===== config.mk =====
export PLATFORM = sky130hd
export DESIGN_NAME = page_walker
export DESIGN_NICKNAME = d
export VERILOG_FILES = /design/src/hw/page_walker_pkg.sv /design/src/hw/walk_csr.sv /design/src/hw/pte_decode.sv /design/src/hw/walk_ctrl.sv /design/src/hw/page_walker.sv
export VERILOG_INCLUDE_DIRS = /design/src /design/src/include
export SDC_FILE = /design/constraint.sdc
export NUM_CORES = 1
export LEC_CHECK = 0
export ABC_CLOCK_PERIOD_IN_PS = 7500
export BUFFER_PORTS_ARGS = -buffer_cell sky130_fd_sc_hd__buf_2
export CAP_MARGIN = 25
export CORE_MARGIN = 2
export CORE_UTILIZATION = 51
export CTS_CLUSTER_DIAMETER = 30
export DETAILED_ROUTE_END_ITERATION = 10
export GPL_ROUTABILITY_DRIVEN = 0
export PLACE_DENSITY_LB_ADDON = 0.08
export SLEW_MARGIN = 0
export SYNTH_ARGS = -nofsm -noshare
export SYNTH_HDL_FRONTEND = slang
export SYNTH_SLANG_ARGS = --single-unit

===== constraint.sdc =====
create_clock -name clk -period 7.5 [get_ports clk]
set_clock_uncertainty 0.2 [all_clocks]
set_input_delay 0.75 -clock clk [delete_from_list [all_inputs] [get_ports clk]]
set_output_delay 0.75 -clock clk [all_outputs]
set_load 0.03 [all_outputs]

===== src/include/page_walker_macros.svh =====
// ********************
// widths, PTE flag positions, CSR numbers and the bus tag of the page walker
// included by the RTL and the testbench
// ********************
`ifndef PAGE_WALKER_MACROS_SVH
`define PAGE_WALKER_MACROS_SVH

// address and frame widths
`define PW_VA_W        44
`define PW_PPN_W       30
`define PW_PAGE_SHIFT  14
`define PW_IDX_W       10
`define PW_PTE_W       64
`define PW_LEVEL_W     2

// control registers
`define PW_CSR_NO_W    16
`define PW_CSR_ROOT0   16'h0180
`define PW_CSR_ROOT1   16'h0181

// memory response tag owned by this walker
`define PW_TAG_W       9
`define PW_WALK_TAG    9'h1fc

// pte flag bits
`define PW_PTE_VALID   0
`define PW_PTE_LEAF    1
`define PW_PTE_WR      2
`define PW_PTE_USER    3
`define PW_PTE_NX      4

`endif


===== src/hw/page_walker_pkg.sv =====
// ********************
// page table entry types, one word seen as table pointer or as leaf
// ********************
`include "page_walker_macros.svh"

package page_walker_pkg;

  // pointer to the next table level
  typedef struct packed {
    logic [`PW_PTE_W-`PW_VA_W-1:0]   rsvd_hi;
    logic [`PW_PPN_W-1:0]            frame;
    logic [`PW_PAGE_SHIFT-2:0]       rsvd_lo;
    logic                            valid;
  } pte_table_t;

  // final translation, also used for huge pages at levels 2 and 1
  typedef struct packed {
    logic [`PW_PTE_W-`PW_VA_W-1:0]   rsvd_hi;
    logic [`PW_PPN_W-1:0]            frame;
    logic [`PW_PAGE_SHIFT-6:0]       rsvd_lo;
    logic                            nx;
    logic                            user;
    logic                            wr;
    logic                            leaf;
    logic                            valid;
  } pte_leaf_t;

  typedef union packed {
    pte_table_t as_table;
    pte_leaf_t  as_leaf;
  } pte_u;

endpackage


===== src/hw/walk_csr.sv =====
// ********************
// root pointer registers and paging flag
// written through the control register strobe
// ********************
`timescale 1ns/1ns
`include "page_walker_macros.svh"

module walk_csr (
  input  logic                    clk,
  input  logic                    rst,
  input  logic                    csr_en,
  input  logic [`PW_CSR_NO_W-1:0] csr_no,
  input  logic [`PW_PTE_W-1:0]    csr_data,
  output logic [`PW_PPN_W-1:0]    root0,
  output logic [`PW_PPN_W-1:0]    root1,
  output logic                    paging_en
);

  logic hit_root0;
  logic hit_root1;

  assign hit_root0 = csr_en & (csr_no == `PW_CSR_ROOT0);
  assign hit_root1 = csr_en & (csr_no == `PW_CSR_ROOT1);

  always_ff @(posedge clk) begin
    if (rst) begin
      root0     <= '0;
      root1     <= '0;
      paging_en <= 1'b0;
    end else begin
      // only the frame number of the root is kept
      if (hit_root0) begin
        root0 <= csr_data[`PW_PPN_W-1:0];
      end
      if (hit_root1) begin
        root1 <= csr_data[`PW_PPN_W-1:0];
      end
      // sticky until reset
      if (hit_root0 | hit_root1) begin
        paging_en <= 1'b1;
      end
    end
  end

endmodule


===== src/hw/pte_decode.sv =====
// ********************
// decodes one returned PTE at the current level
// gives leaf or fault, the next entry address and the TLB fields
// ********************
`timescale 1ns/1ns
`include "page_walker_macros.svh"

module pte_decode (
  input  page_walker_pkg::pte_u    pte,
  input  logic [`PW_LEVEL_W-1:0]   level,
  input  logic [`PW_VA_W-1:0]      va,
  output logic                     leaf,
  output logic                     fault,
  output logic [`PW_VA_W-1:0]      next_addr,
  output logic [`PW_PPN_W-1:0]     ppn,
  output logic                     wr,
  output logic                     user,
  output logic                     nx
);

  logic                  valid;
  logic [`PW_IDX_W-1:0]  idx_next;
  logic [`PW_PPN_W-1:0]  leaf_ppn;

  assign valid = pte.as_leaf.valid;
  assign fault = ~valid;
  // level 0 entries are always final
  assign leaf  = valid & (pte.as_leaf.leaf | (level == 2'd0));

  // index into the table one level down
  always_comb begin
    case (level)
      2'd2:    idx_next = va[`PW_PAGE_SHIFT+`PW_IDX_W +: `PW_IDX_W];
      2'd1:    idx_next = va[`PW_PAGE_SHIFT +: `PW_IDX_W];
      default: idx_next = '0;
    endcase
  end

  // 8 byte entries, top address bit stays zero
  assign next_addr = {1'b0, pte.as_table.frame, idx_next, 3'b000};

  // huge pages take their low frame bits from the virtual address
  always_comb begin
    case (level)
      2'd2: begin
        leaf_ppn = {pte.as_leaf.frame[`PW_PPN_W-1:2*`PW_IDX_W],
                    va[`PW_PAGE_SHIFT+2*`PW_IDX_W-1:`PW_PAGE_SHIFT]};
      end
      2'd1: begin
        leaf_ppn = {pte.as_leaf.frame[`PW_PPN_W-1:`PW_IDX_W],
                    va[`PW_PAGE_SHIFT+`PW_IDX_W-1:`PW_PAGE_SHIFT]};
      end
      default: begin
        leaf_ppn = pte.as_leaf.frame;
      end
    endcase
  end

  // fault entries carry no frame and no rights
  assign ppn  = valid ? leaf_ppn : '0;
  assign wr   = valid & pte.as_leaf.wr;
  assign user = valid & pte.as_leaf.user;
  assign nx   = valid & pte.as_leaf.nx;

  // the walk starts at 2 and stops at 0
  always_comb begin
    assert (level != 2'd3)
      else $error("pte_decode: walk level out of range");
  end

endmodule


===== src/hw/walk_ctrl.sv =====
// ********************
// walk FSM for one channel, issues one table read per level
// and writes the finished translation to the TLB
// ********************
`timescale 1ns/1ns
`include "page_walker_macros.svh"

module walk_ctrl (
  input  logic                   clk,
  input  logic                   rst,
  input  logic                   new_en,
  input  logic [`PW_VA_W-1:0]    new_addr,
  input  logic [`PW_PPN_W-1:0]   root0,
  input  logic [`PW_PPN_W-1:0]   root1,
  input  logic                   paging_en,
  input  logic                   mem_hold,
  input  logic                   mem_rsp_valid,
  input  logic [`PW_TAG_W-1:0]   mem_rsp_tag,
  input  logic [`PW_PTE_W-1:0]   mem_rsp_data,
  input  logic                   leaf,
  input  logic                   fault,
  input  logic [`PW_VA_W-1:0]    next_addr,
  input  logic [`PW_PPN_W-1:0]   ppn,
  input  logic                   wr,
  input  logic                   user,
  input  logic                   nx,
  output logic                   new_can,
  output logic                   mem_req,
  output logic [`PW_VA_W-1:0]    mem_addr,
  output page_walker_pkg::pte_u  pte,
  output logic [`PW_LEVEL_W-1:0] level,
  output logic [`PW_VA_W-1:0]    va,
  output logic                   tlb_wen,
  output logic [`PW_PPN_W-1:0]   tlb_vpn,
  output logic [`PW_PPN_W-1:0]   tlb_ppn,
  output logic                   tlb_wr,
  output logic                   tlb_user,
  output logic                   tlb_nx,
  output logic                   tlb_fault
);

  localparam logic [1:0] S_IDLE  = 2'd0;
  localparam logic [1:0] S_REQ   = 2'd1;
  localparam logic [1:0] S_WAIT  = 2'd2;
  localparam logic [1:0] S_WRITE = 2'd3;

  logic [1:0]             state;
  logic [`PW_LEVEL_W-1:0] level_q;
  logic [`PW_VA_W-1:0]    va_q;
  logic [`PW_VA_W-1:0]    addr_q;
  logic [`PW_PPN_W-1:0]   ppn_q;
  logic                   wr_q;
  logic                   user_q;
  logic                   nx_q;
  logic                   fault_q;
  logic                   accept;
  logic                   rsp_hit;
  logic                   done;
  logic [`PW_PPN_W-1:0]   root_sel;

  assign accept   = new_en & new_can;
  // only our own tag, and only while a read is out
  assign rsp_hit  = (state == S_WAIT) & mem_rsp_valid & (mem_rsp_tag == `PW_WALK_TAG);
  assign done     = leaf | fault;
  assign root_sel = new_addr[`PW_VA_W-1] ? root1 : root0;

  always_ff @(posedge clk) begin
    if (rst) begin
      state   <= S_IDLE;
      level_q <= '0;
    end else begin
      case (state)
        S_IDLE: begin
          if (accept) begin
            state   <= paging_en ? S_REQ : S_WRITE;
            level_q <= 2'd2;
          end
        end
        S_REQ: begin
          if (!mem_hold) begin
            state <= S_WAIT;
          end
        end
        S_WAIT: begin
          if (rsp_hit) begin
            if (done) begin
              state <= S_WRITE;
            end else begin
              state   <= S_REQ;
              level_q <= level_q - 2'd1;
            end
          end
        end
        default: begin
          state <= S_IDLE;
        end
      endcase
    end
  end

  // address and translation payload
  always_ff @(posedge clk) begin
    if (accept) begin
      va_q    <= new_addr;
      // top level entry, zero top bit keeps the byte address at 44 bits
      addr_q  <= {1'b0, root_sel,
                  new_addr[`PW_PAGE_SHIFT+2*`PW_IDX_W +: `PW_IDX_W], 3'b000};
      // identity entry for paging off, replaced by the walk otherwise
      ppn_q   <= new_addr[`PW_VA_W-1:`PW_PAGE_SHIFT];
      wr_q    <= 1'b1;
      user_q  <= 1'b1;
      nx_q    <= 1'b0;
      fault_q <= 1'b0;
    end else if (rsp_hit) begin
      addr_q  <= next_addr;
      ppn_q   <= ppn;
      wr_q    <= wr;
      user_q  <= user;
      nx_q    <= nx;
      fault_q <= fault;
    end
  end

  // the returned word is decoded in the cycle it arrives
  assign pte   = mem_rsp_data;
  assign level = level_q;
  assign va    = va_q;

  assign new_can  = (state == S_IDLE);
  assign mem_req  = (state == S_REQ) & ~mem_hold;
  assign mem_addr = addr_q;

  assign tlb_wen   = (state == S_WRITE);
  assign tlb_vpn   = va_q[`PW_VA_W-1:`PW_PAGE_SHIFT];
  assign tlb_ppn   = ppn_q;
  assign tlb_wr    = wr_q;
  assign tlb_user  = user_q;
  assign tlb_nx    = nx_q;
  assign tlb_fault = fault_q;

  // a held request waits with its address unchanged
  a_hold_waits: assert property (@(posedge clk) disable iff (rst)
    (state == S_REQ) && mem_hold |=> (state == S_REQ) && $stable(mem_addr));

  a_wen_single: assert property (@(posedge clk) disable iff (rst)
    tlb_wen |=> !tlb_wen);

endmodule


===== src/hw/page_walker.sv =====
// ********************
// page walker top, one channel
// control registers, walk FSM and PTE decoder
// ********************
`timescale 1ns/1ns
`include "page_walker_macros.svh"

module page_walker (
  input  logic                    clk,
  input  logic                    rst,
  input  logic                    new_en,
  input  logic [`PW_VA_W-1:0]     new_addr,
  output logic                    new_can,
  input  logic                    csr_en,
  input  logic [`PW_CSR_NO_W-1:0] csr_no,
  input  logic [`PW_PTE_W-1:0]    csr_data,
  output logic                    mem_req,
  output logic [`PW_VA_W-1:0]     mem_addr,
  input  logic                    mem_hold,
  input  logic                    mem_rsp_valid,
  input  logic [`PW_TAG_W-1:0]    mem_rsp_tag,
  input  logic [`PW_PTE_W-1:0]    mem_rsp_data,
  output logic                    tlb_wen,
  output logic [`PW_PPN_W-1:0]    tlb_vpn,
  output logic [`PW_PPN_W-1:0]    tlb_ppn,
  output logic                    tlb_wr,
  output logic                    tlb_user,
  output logic                    tlb_nx,
  output logic                    tlb_fault
);

  logic [`PW_PPN_W-1:0]   root0;
  logic [`PW_PPN_W-1:0]   root1;
  logic                   paging_en;
  page_walker_pkg::pte_u  pte;
  logic [`PW_LEVEL_W-1:0] level;
  logic [`PW_VA_W-1:0]    va;
  logic                   dec_leaf;
  logic                   dec_fault;
  logic [`PW_VA_W-1:0]    dec_next_addr;
  logic [`PW_PPN_W-1:0]   dec_ppn;
  logic                   dec_wr;
  logic                   dec_user;
  logic                   dec_nx;

  walk_csr u_csr (
    .clk       (clk),
    .rst       (rst),
    .csr_en    (csr_en),
    .csr_no    (csr_no),
    .csr_data  (csr_data),
    .root0     (root0),
    .root1     (root1),
    .paging_en (paging_en)
  );

  walk_ctrl u_ctrl (
    .clk           (clk),
    .rst           (rst),
    .new_en        (new_en),
    .new_addr      (new_addr),
    .root0         (root0),
    .root1         (root1),
    .paging_en     (paging_en),
    .mem_hold      (mem_hold),
    .mem_rsp_valid (mem_rsp_valid),
    .mem_rsp_tag   (mem_rsp_tag),
    .mem_rsp_data  (mem_rsp_data),
    .leaf          (dec_leaf),
    .fault         (dec_fault),
    .next_addr     (dec_next_addr),
    .ppn           (dec_ppn),
    .wr            (dec_wr),
    .user          (dec_user),
    .nx            (dec_nx),
    .new_can       (new_can),
    .mem_req       (mem_req),
    .mem_addr      (mem_addr),
    .pte           (pte),
    .level         (level),
    .va            (va),
    .tlb_wen       (tlb_wen),
    .tlb_vpn       (tlb_vpn),
    .tlb_ppn       (tlb_ppn),
    .tlb_wr        (tlb_wr),
    .tlb_user      (tlb_user),
    .tlb_nx        (tlb_nx),
    .tlb_fault     (tlb_fault)
  );

  pte_decode u_dec (
    .pte       (pte),
    .level     (level),
    .va        (va),
    .leaf      (dec_leaf),
    .fault     (dec_fault),
    .next_addr (dec_next_addr),
    .ppn       (dec_ppn),
    .wr        (dec_wr),
    .user      (dec_user),
    .nx        (dec_nx)
  );

endmodule


Word-level counts from Yosys, hierarchy flattened
Index checks and enable logic that the tools add are counted.

Memory bits (writable): 0. Latch bits: 0. Input port bits: 203. Memories: 0. ROM bits: 0. Register bits: 183.

$mul: 0. Bitwise gates (word level): 15. Add/sub/neg operators: 1. Equality and inequality tests: 12. Magnitude comparators: 0. Div/mod/pow operators: 0. Muxes and demuxes: 18. Shift operators: 0. Reduce and logical (&&, ||, !) cells: 6.

Operators by type and width (count): 2-to-1 mux 30 bit (4); 2-to-1 mux 43 bit (2); one-hot mux 20 bit (2 select lines) (1); equality test 16 x 9 -> 1 bit (second input constant) (2); one-hot mux 10 bit (2 select lines) (1); 2-to-1 mux 2 bit (8); AND 1 bit (10); equality test 9 bit (second input constant) (1); equality test 2 bit (second input constant) (3); != test 2 bit (second input constant) (3); one-hot mux 2 bit (3 select lines) (1); equality test 2 x 1 -> 1 bit (second input constant) (2); zero test 2 bit (2); one-hot mux 2 bit (2 select lines) (1); AND reduction 4 bit (1); nonzero test 2 bit (2); bitwise OR 1 bit (3); AND reduction 3 bit (1); != test 2 x 1 -> 1 bit (second input constant) (1); NOT 1 bit (2); subtractor 2 x 1 -> 2 bit (second input constant) (1).

Longest topological paths before layout
Depth in word-level cells: 7. Gate-level depth with buffers: 8. Depth with buffers taken out: 6.

Hierarchy
Synthesis repeated with hierarchy kept, for this count alone.

Cell total of the unflattened synthesis: 920. Area total of the unflattened synthesis: 9217.6 µm².

Modules (own cells, without submodules): walk_ctrl (cells an instance 497, area an instance 5850.6 µm², times used 1); walk_csr (cells an instance 283, area an instance 2476.1 µm², times used 1); pte_decode (cells an instance 140, area an instance 890.9 µm², times used 1).

Worst setup path before layout
No wires, ideal clock.

Path kind: reg2reg. From: register u_ctrl.state[0]. To: register u_ctrl.addr_q[10], in the netlist u_ctrl.mem_addr[10], enable pin. Path slack: 3.882 ns. Stages on the path, launching flop included: 7. Setup time: 0.430 ns. Arrival: 2.988 ns. Path through: dfxtp_1 > clkbuf_1 > nor2_1 > nand2_1 > clkbuf_1 > clkbuf_1 > nand2_1.

Elaborated cells between the ends (all ways): 6.

RTL lines: from (decl) (RTL line walk_ctrl.sv:47) `logic [1:0] state;`; from (signal assigned) (RTL line walk_ctrl.sv:75) `state <= paging_en ? S_REQ : S_WRITE;`; zero test 2 bit (RTL line walk_ctrl.sv:129) `assign new_can = (state == S_IDLE);`; net new_can (RTL line page_walker.sv:13) `output logic new_can,`; AND 1 bit (RTL line walk_ctrl.sv:61) `assign accept = new_en & new_can;`; nonzero test 2 bit (no source line); to (signal assigned) (RTL line walk_ctrl.sv:106) `addr_q <= {1'b0, root_sel,`; to (signal assigned) (RTL line walk_ctrl.sv:115) `addr_q <= next_addr;`; to (decl) (RTL line walk_ctrl.sv:50) `` logic [`PW_VA_W-1:0] addr_q; ``.

The timed path passes the listed nets, and every way through them passes these cells. A chain may end at the register's enable or synchronous reset.

Worst setup path in the final report
From: register u_ctrl.level_q[0], in the netlist u_ctrl.level[0]. To: register u_ctrl.ppn_q[18], in the netlist u_ctrl.tlb_ppn[18], data pin.

Word-level cells in the longest chain between the ends: 5. Elaborated cells between the ends (all ways): 6.

RTL lines: from (decl) (RTL line walk_ctrl.sv:48) `` logic [`PW_LEVEL_W-1:0] level_q; ``; from (signal assigned) (RTL line walk_ctrl.sv:90) `level_q <= level_q - 2'd1;`; equality test 2 x 1 -> 1 bit / equality test 2 bit (equally long branches) (RTL line pte_decode.sv:44) `case (level)`; one-hot mux 20 bit (2 select lines) (*) (RTL line pte_decode.sv:44); 2-to-1 mux 30 bit (*) (RTL line pte_decode.sv:60) `assign ppn = valid ? leaf_ppn : '0;`; 2-to-1 mux 30 bit (*) (RTL line walk_ctrl.sv:114) `end else if (rsp_hit) begin`; 2-to-1 mux 30 bit (*) (RTL line walk_ctrl.sv:103) `if (accept) begin`; to (signal assigned) (RTL line walk_ctrl.sv:109) `` ppn_q <= new_addr[`PW_VA_W-1:`PW_PAGE_SHIFT]; ``; to (signal assigned) (RTL line walk_ctrl.sv:116) `ppn_q <= ppn;`; to (decl) (RTL line walk_ctrl.sv:51) `` logic [`PW_PPN_W-1:0] ppn_q; ``.

Mark *: on every way between the ends. The rest lies on a longest branch, timed or not. The select of a mux whose other input is x is not followed.

==> metrics.yaml <==
status: "finished clean"
comb_power_share_pct: 15.2
fin_crit_sh_pct: 37.3
place.port_buffers: 232
ir_drop_mv: 0.154
die-area_um2: 14900
netlist_instances: 686
drive_above_1_share_pct: 30.9
vias_per_cell: 5.72
ant_nets: 0
nets: 1089
grt_first_pass_wirelength_um: 29300
drt_wl_total_um: 19800
grt_max_degree: 71
antenna_found_initial: 3
track_usage_pct: 26.0
num_rows: 43
dp_cells: 1042
max_slew_margin_pct: 31.6
yosysUniqueCellTypes: 37
critical_path_required_ns: 7.43
path_buf_inv: 1
insertion_delay_ns: 0.43
crit_cells: 5
seqPwrFrac_pct: 48.1
initial_utilization_pct: 51.7
syn_avg_cell_area_um2: 10.4
swShare_pct: 27.9
overflow: 0
tightestPinTransition_ns: 1.03
leakage_nw: 3.55
numCtsBuffers: 17
utilization_pct: 64.8
vias: 6165
path_max_fanout: 24
p_clk_share_pct: 36.7
yosys_warnings: 0
h-tree-depth: 4
drv_slew: 0
arrival_ns: 2.73
cts.clk_slew.worst_paths_ns: 0.06
crit_slowest_cell: "ha_1"
die_x_um: 122
dr.first_iter.drc_count: 606
hold_path_class: "reg -> reg"
hold_viol: 0
clk_path_buf_depth: 2
cellPowerDensity_nw_per_um2: 251
clockRootBuffer: "clkbuf_16"
cts.sink_count: 169
setup_viol_count_final: 0
critPathTopFamily: "adder cells"
seq_area_frac_synth_pct: 61.6
synthTopCellsByArea: "edfxtp_1, dfxtp_1, o21ai_0"
wl_per_cell_um: 18.4
io_pins: 314
max_freq_ghz: 0.357
synth_top_area_share_pct: 42.2
rsz0062_at_grt: "no"
grt_pass1_vias: 5432
crit_path_start_kind: "register"
yosysTopAreaCell: "edfxtp_1"
drc: 0
worstSetupPathType: "reg -> reg"
max_cap_viol_count: 0
cts_setup_buffers: 0
tns_ns: 0
syn2layout_area_growth_pct: 25.3
cts_hold_buffers: 0
die_h_um: 122
power.switching_w: 0.000625
finalCriticalPeriod_ns: 2.80
cts_tree: "yes"
cellInternalPower_w: 0.00161
coreArea_um2: 13800
hold_depth: 2
netlist_area_um2: 7120
ys_ff_latch: 169
critPathMaxStageDelay_ns: 0.86
cts_resized: 0
path_cells: "inv_1 -> ha_1 -> nand2b_1 -> a32oi_1 -> o21ai_0"
drtPass1Iterations: 5
reg2regPathDepth: 5
cp-end-kind: "register"
dp_hpwl_um: 13800
final_cells: 1078
placed cells by master (no fill, tap or decap), drive strengths merged, types with 2 or more instances in the layout:
master / instances
or3b: 2
clkbuf: 21
dfxtp: 69
inv: 20
nand2b: 2
buf: 238
nand4: 2
diode: 2
a21oi: 74
nand3: 66
nor4: 3
a32oi: 10
conb: 4
mux2i: 32
clkinv: 6
edfxtp: 100
a22oi: 10
ha: 3
a211oi: 2
nand2: 67
nor2: 9
o21ai: 131
nor2b: 12
kinds of logic after synthesis:
kind of cell / after synthesis / share of synthesized area (%)
other: 1 / 0.0527
AOI/OAI and AO/OA: 229 / 17.1
buffers and inverters: 78 / 4.34
and+or+nand+nor: 174 / 11.9
DFF: 169 / 61.6
muxes: 32 / 4.50
adders and majority gates: 3 / 0.527
final cells by class:
type	count	area, um^2
fillers	1160	4850
flip-flops and latches	169	4380
multi-input cells	442	2450
repair buffers	238	1240
clock buffers	21	492
well taps	180	225
clock inverters	11	63.8
inverters	15	56.3
diodes	2	5.00
sequential cells by signal, indices dropped and copies added, names as in the netlist:
name and cells:
u_csr.paging_en 1, u_csr.root0 30, u_csr.root1 30, u_ctrl.level 2
u_ctrl.mem_addr 40, u_ctrl.state 2, u_ctrl.tlb_fault 1, u_ctrl.tlb_nx 1
u_ctrl.tlb_ppn 30, u_ctrl.tlb_user 1, u_ctrl.tlb_wr 1, u_ctrl.va 30
power by group through the flow:
stage	clock network (W)	registers [W]	logic (W)
2_1_floorplan	0	0.00119	0.000117
3_3_place_gp	0	0.00110	0.000330
3_5_place_dp	0	0.00110	0.000338
4_1_cts	0.000822	0.00108	0.000339
5_1_grt	0.000859	0.00108	0.000367
6_report	0.000821	0.00108	0.000340
metal layers:
metal	share of wire, %	GRT usage [%]	routed length [um]	vias to the layer above
li1	-	-	-	2892
met3	8.9	6.13	1770	45
met4	3.1	10.2	622	4
met2	47	40.2	9250	324
met5	0.11	0	21	-
met1	41	35.6	8130	2900
tightest hold or removal path, cell delays in order, from the launching register on:
cell and delay (ns):
dfxtp_1 0.31, inv_1 0.05, a21oi_1 0.05
synthesized netlist by cell type:
library cell,number
a211oi_1,2
a21oi_1,74
a22oi_1,10
a31oi_1,1
a32oi_1,10
and2_1,1
and4_1,1
buf_1,4
buf_2,1
buf_4,4
clkbuf_1,54
conb_1,1
dfxtp_1,69
edfxtp_1,100
ha_1,3
inv_1,15
mux2i_1,32
nand2_1,67
nand2b_1,2
nand3_1,66
nand4_1,2
nand4b_2,1
nand4bb_1,1
nor2_1,9
nor2b_1,12
nor3_1,1
nor4_1,3
nor4b_1,1
nor4bb_1,1
o21a_1,1
o21ai_0,131
or2_2,1
or3_1,1
or3b_1,1
or3b_2,1
or4_1,1
or4b_1,1
metrics by stage:
step                      total power [W]  area (um^2)  setup WS, ns  hold slack, ns
after floorplan                   0.00131         7130          3.88           0.226
after global routing              0.00231         8910          4.51           0.290
after detailed placement          0.00143         8320          4.30           0.240
final                             0.00224         8920          4.70           0.249
after global placement            0.00143         8300          4.41           0.237
after CTS                         0.00224         8870          4.74           0.251
final timing paths:
| kind | start | end | slack, ns |
|---|---|---|---|
| max | u_ctrl.level[0] | u_ctrl.tlb_ppn[18] | 4.70 |
| min | u_csr.paging_en | u_csr.paging_en | 0.25 |
| max reg2reg | u_ctrl.level[0] | u_ctrl.tlb_ppn[18] | 4.70 |
| min reg2reg | u_csr.paging_en | u_csr.paging_en | 0.25 |
(Power assumes the default switching activity.)
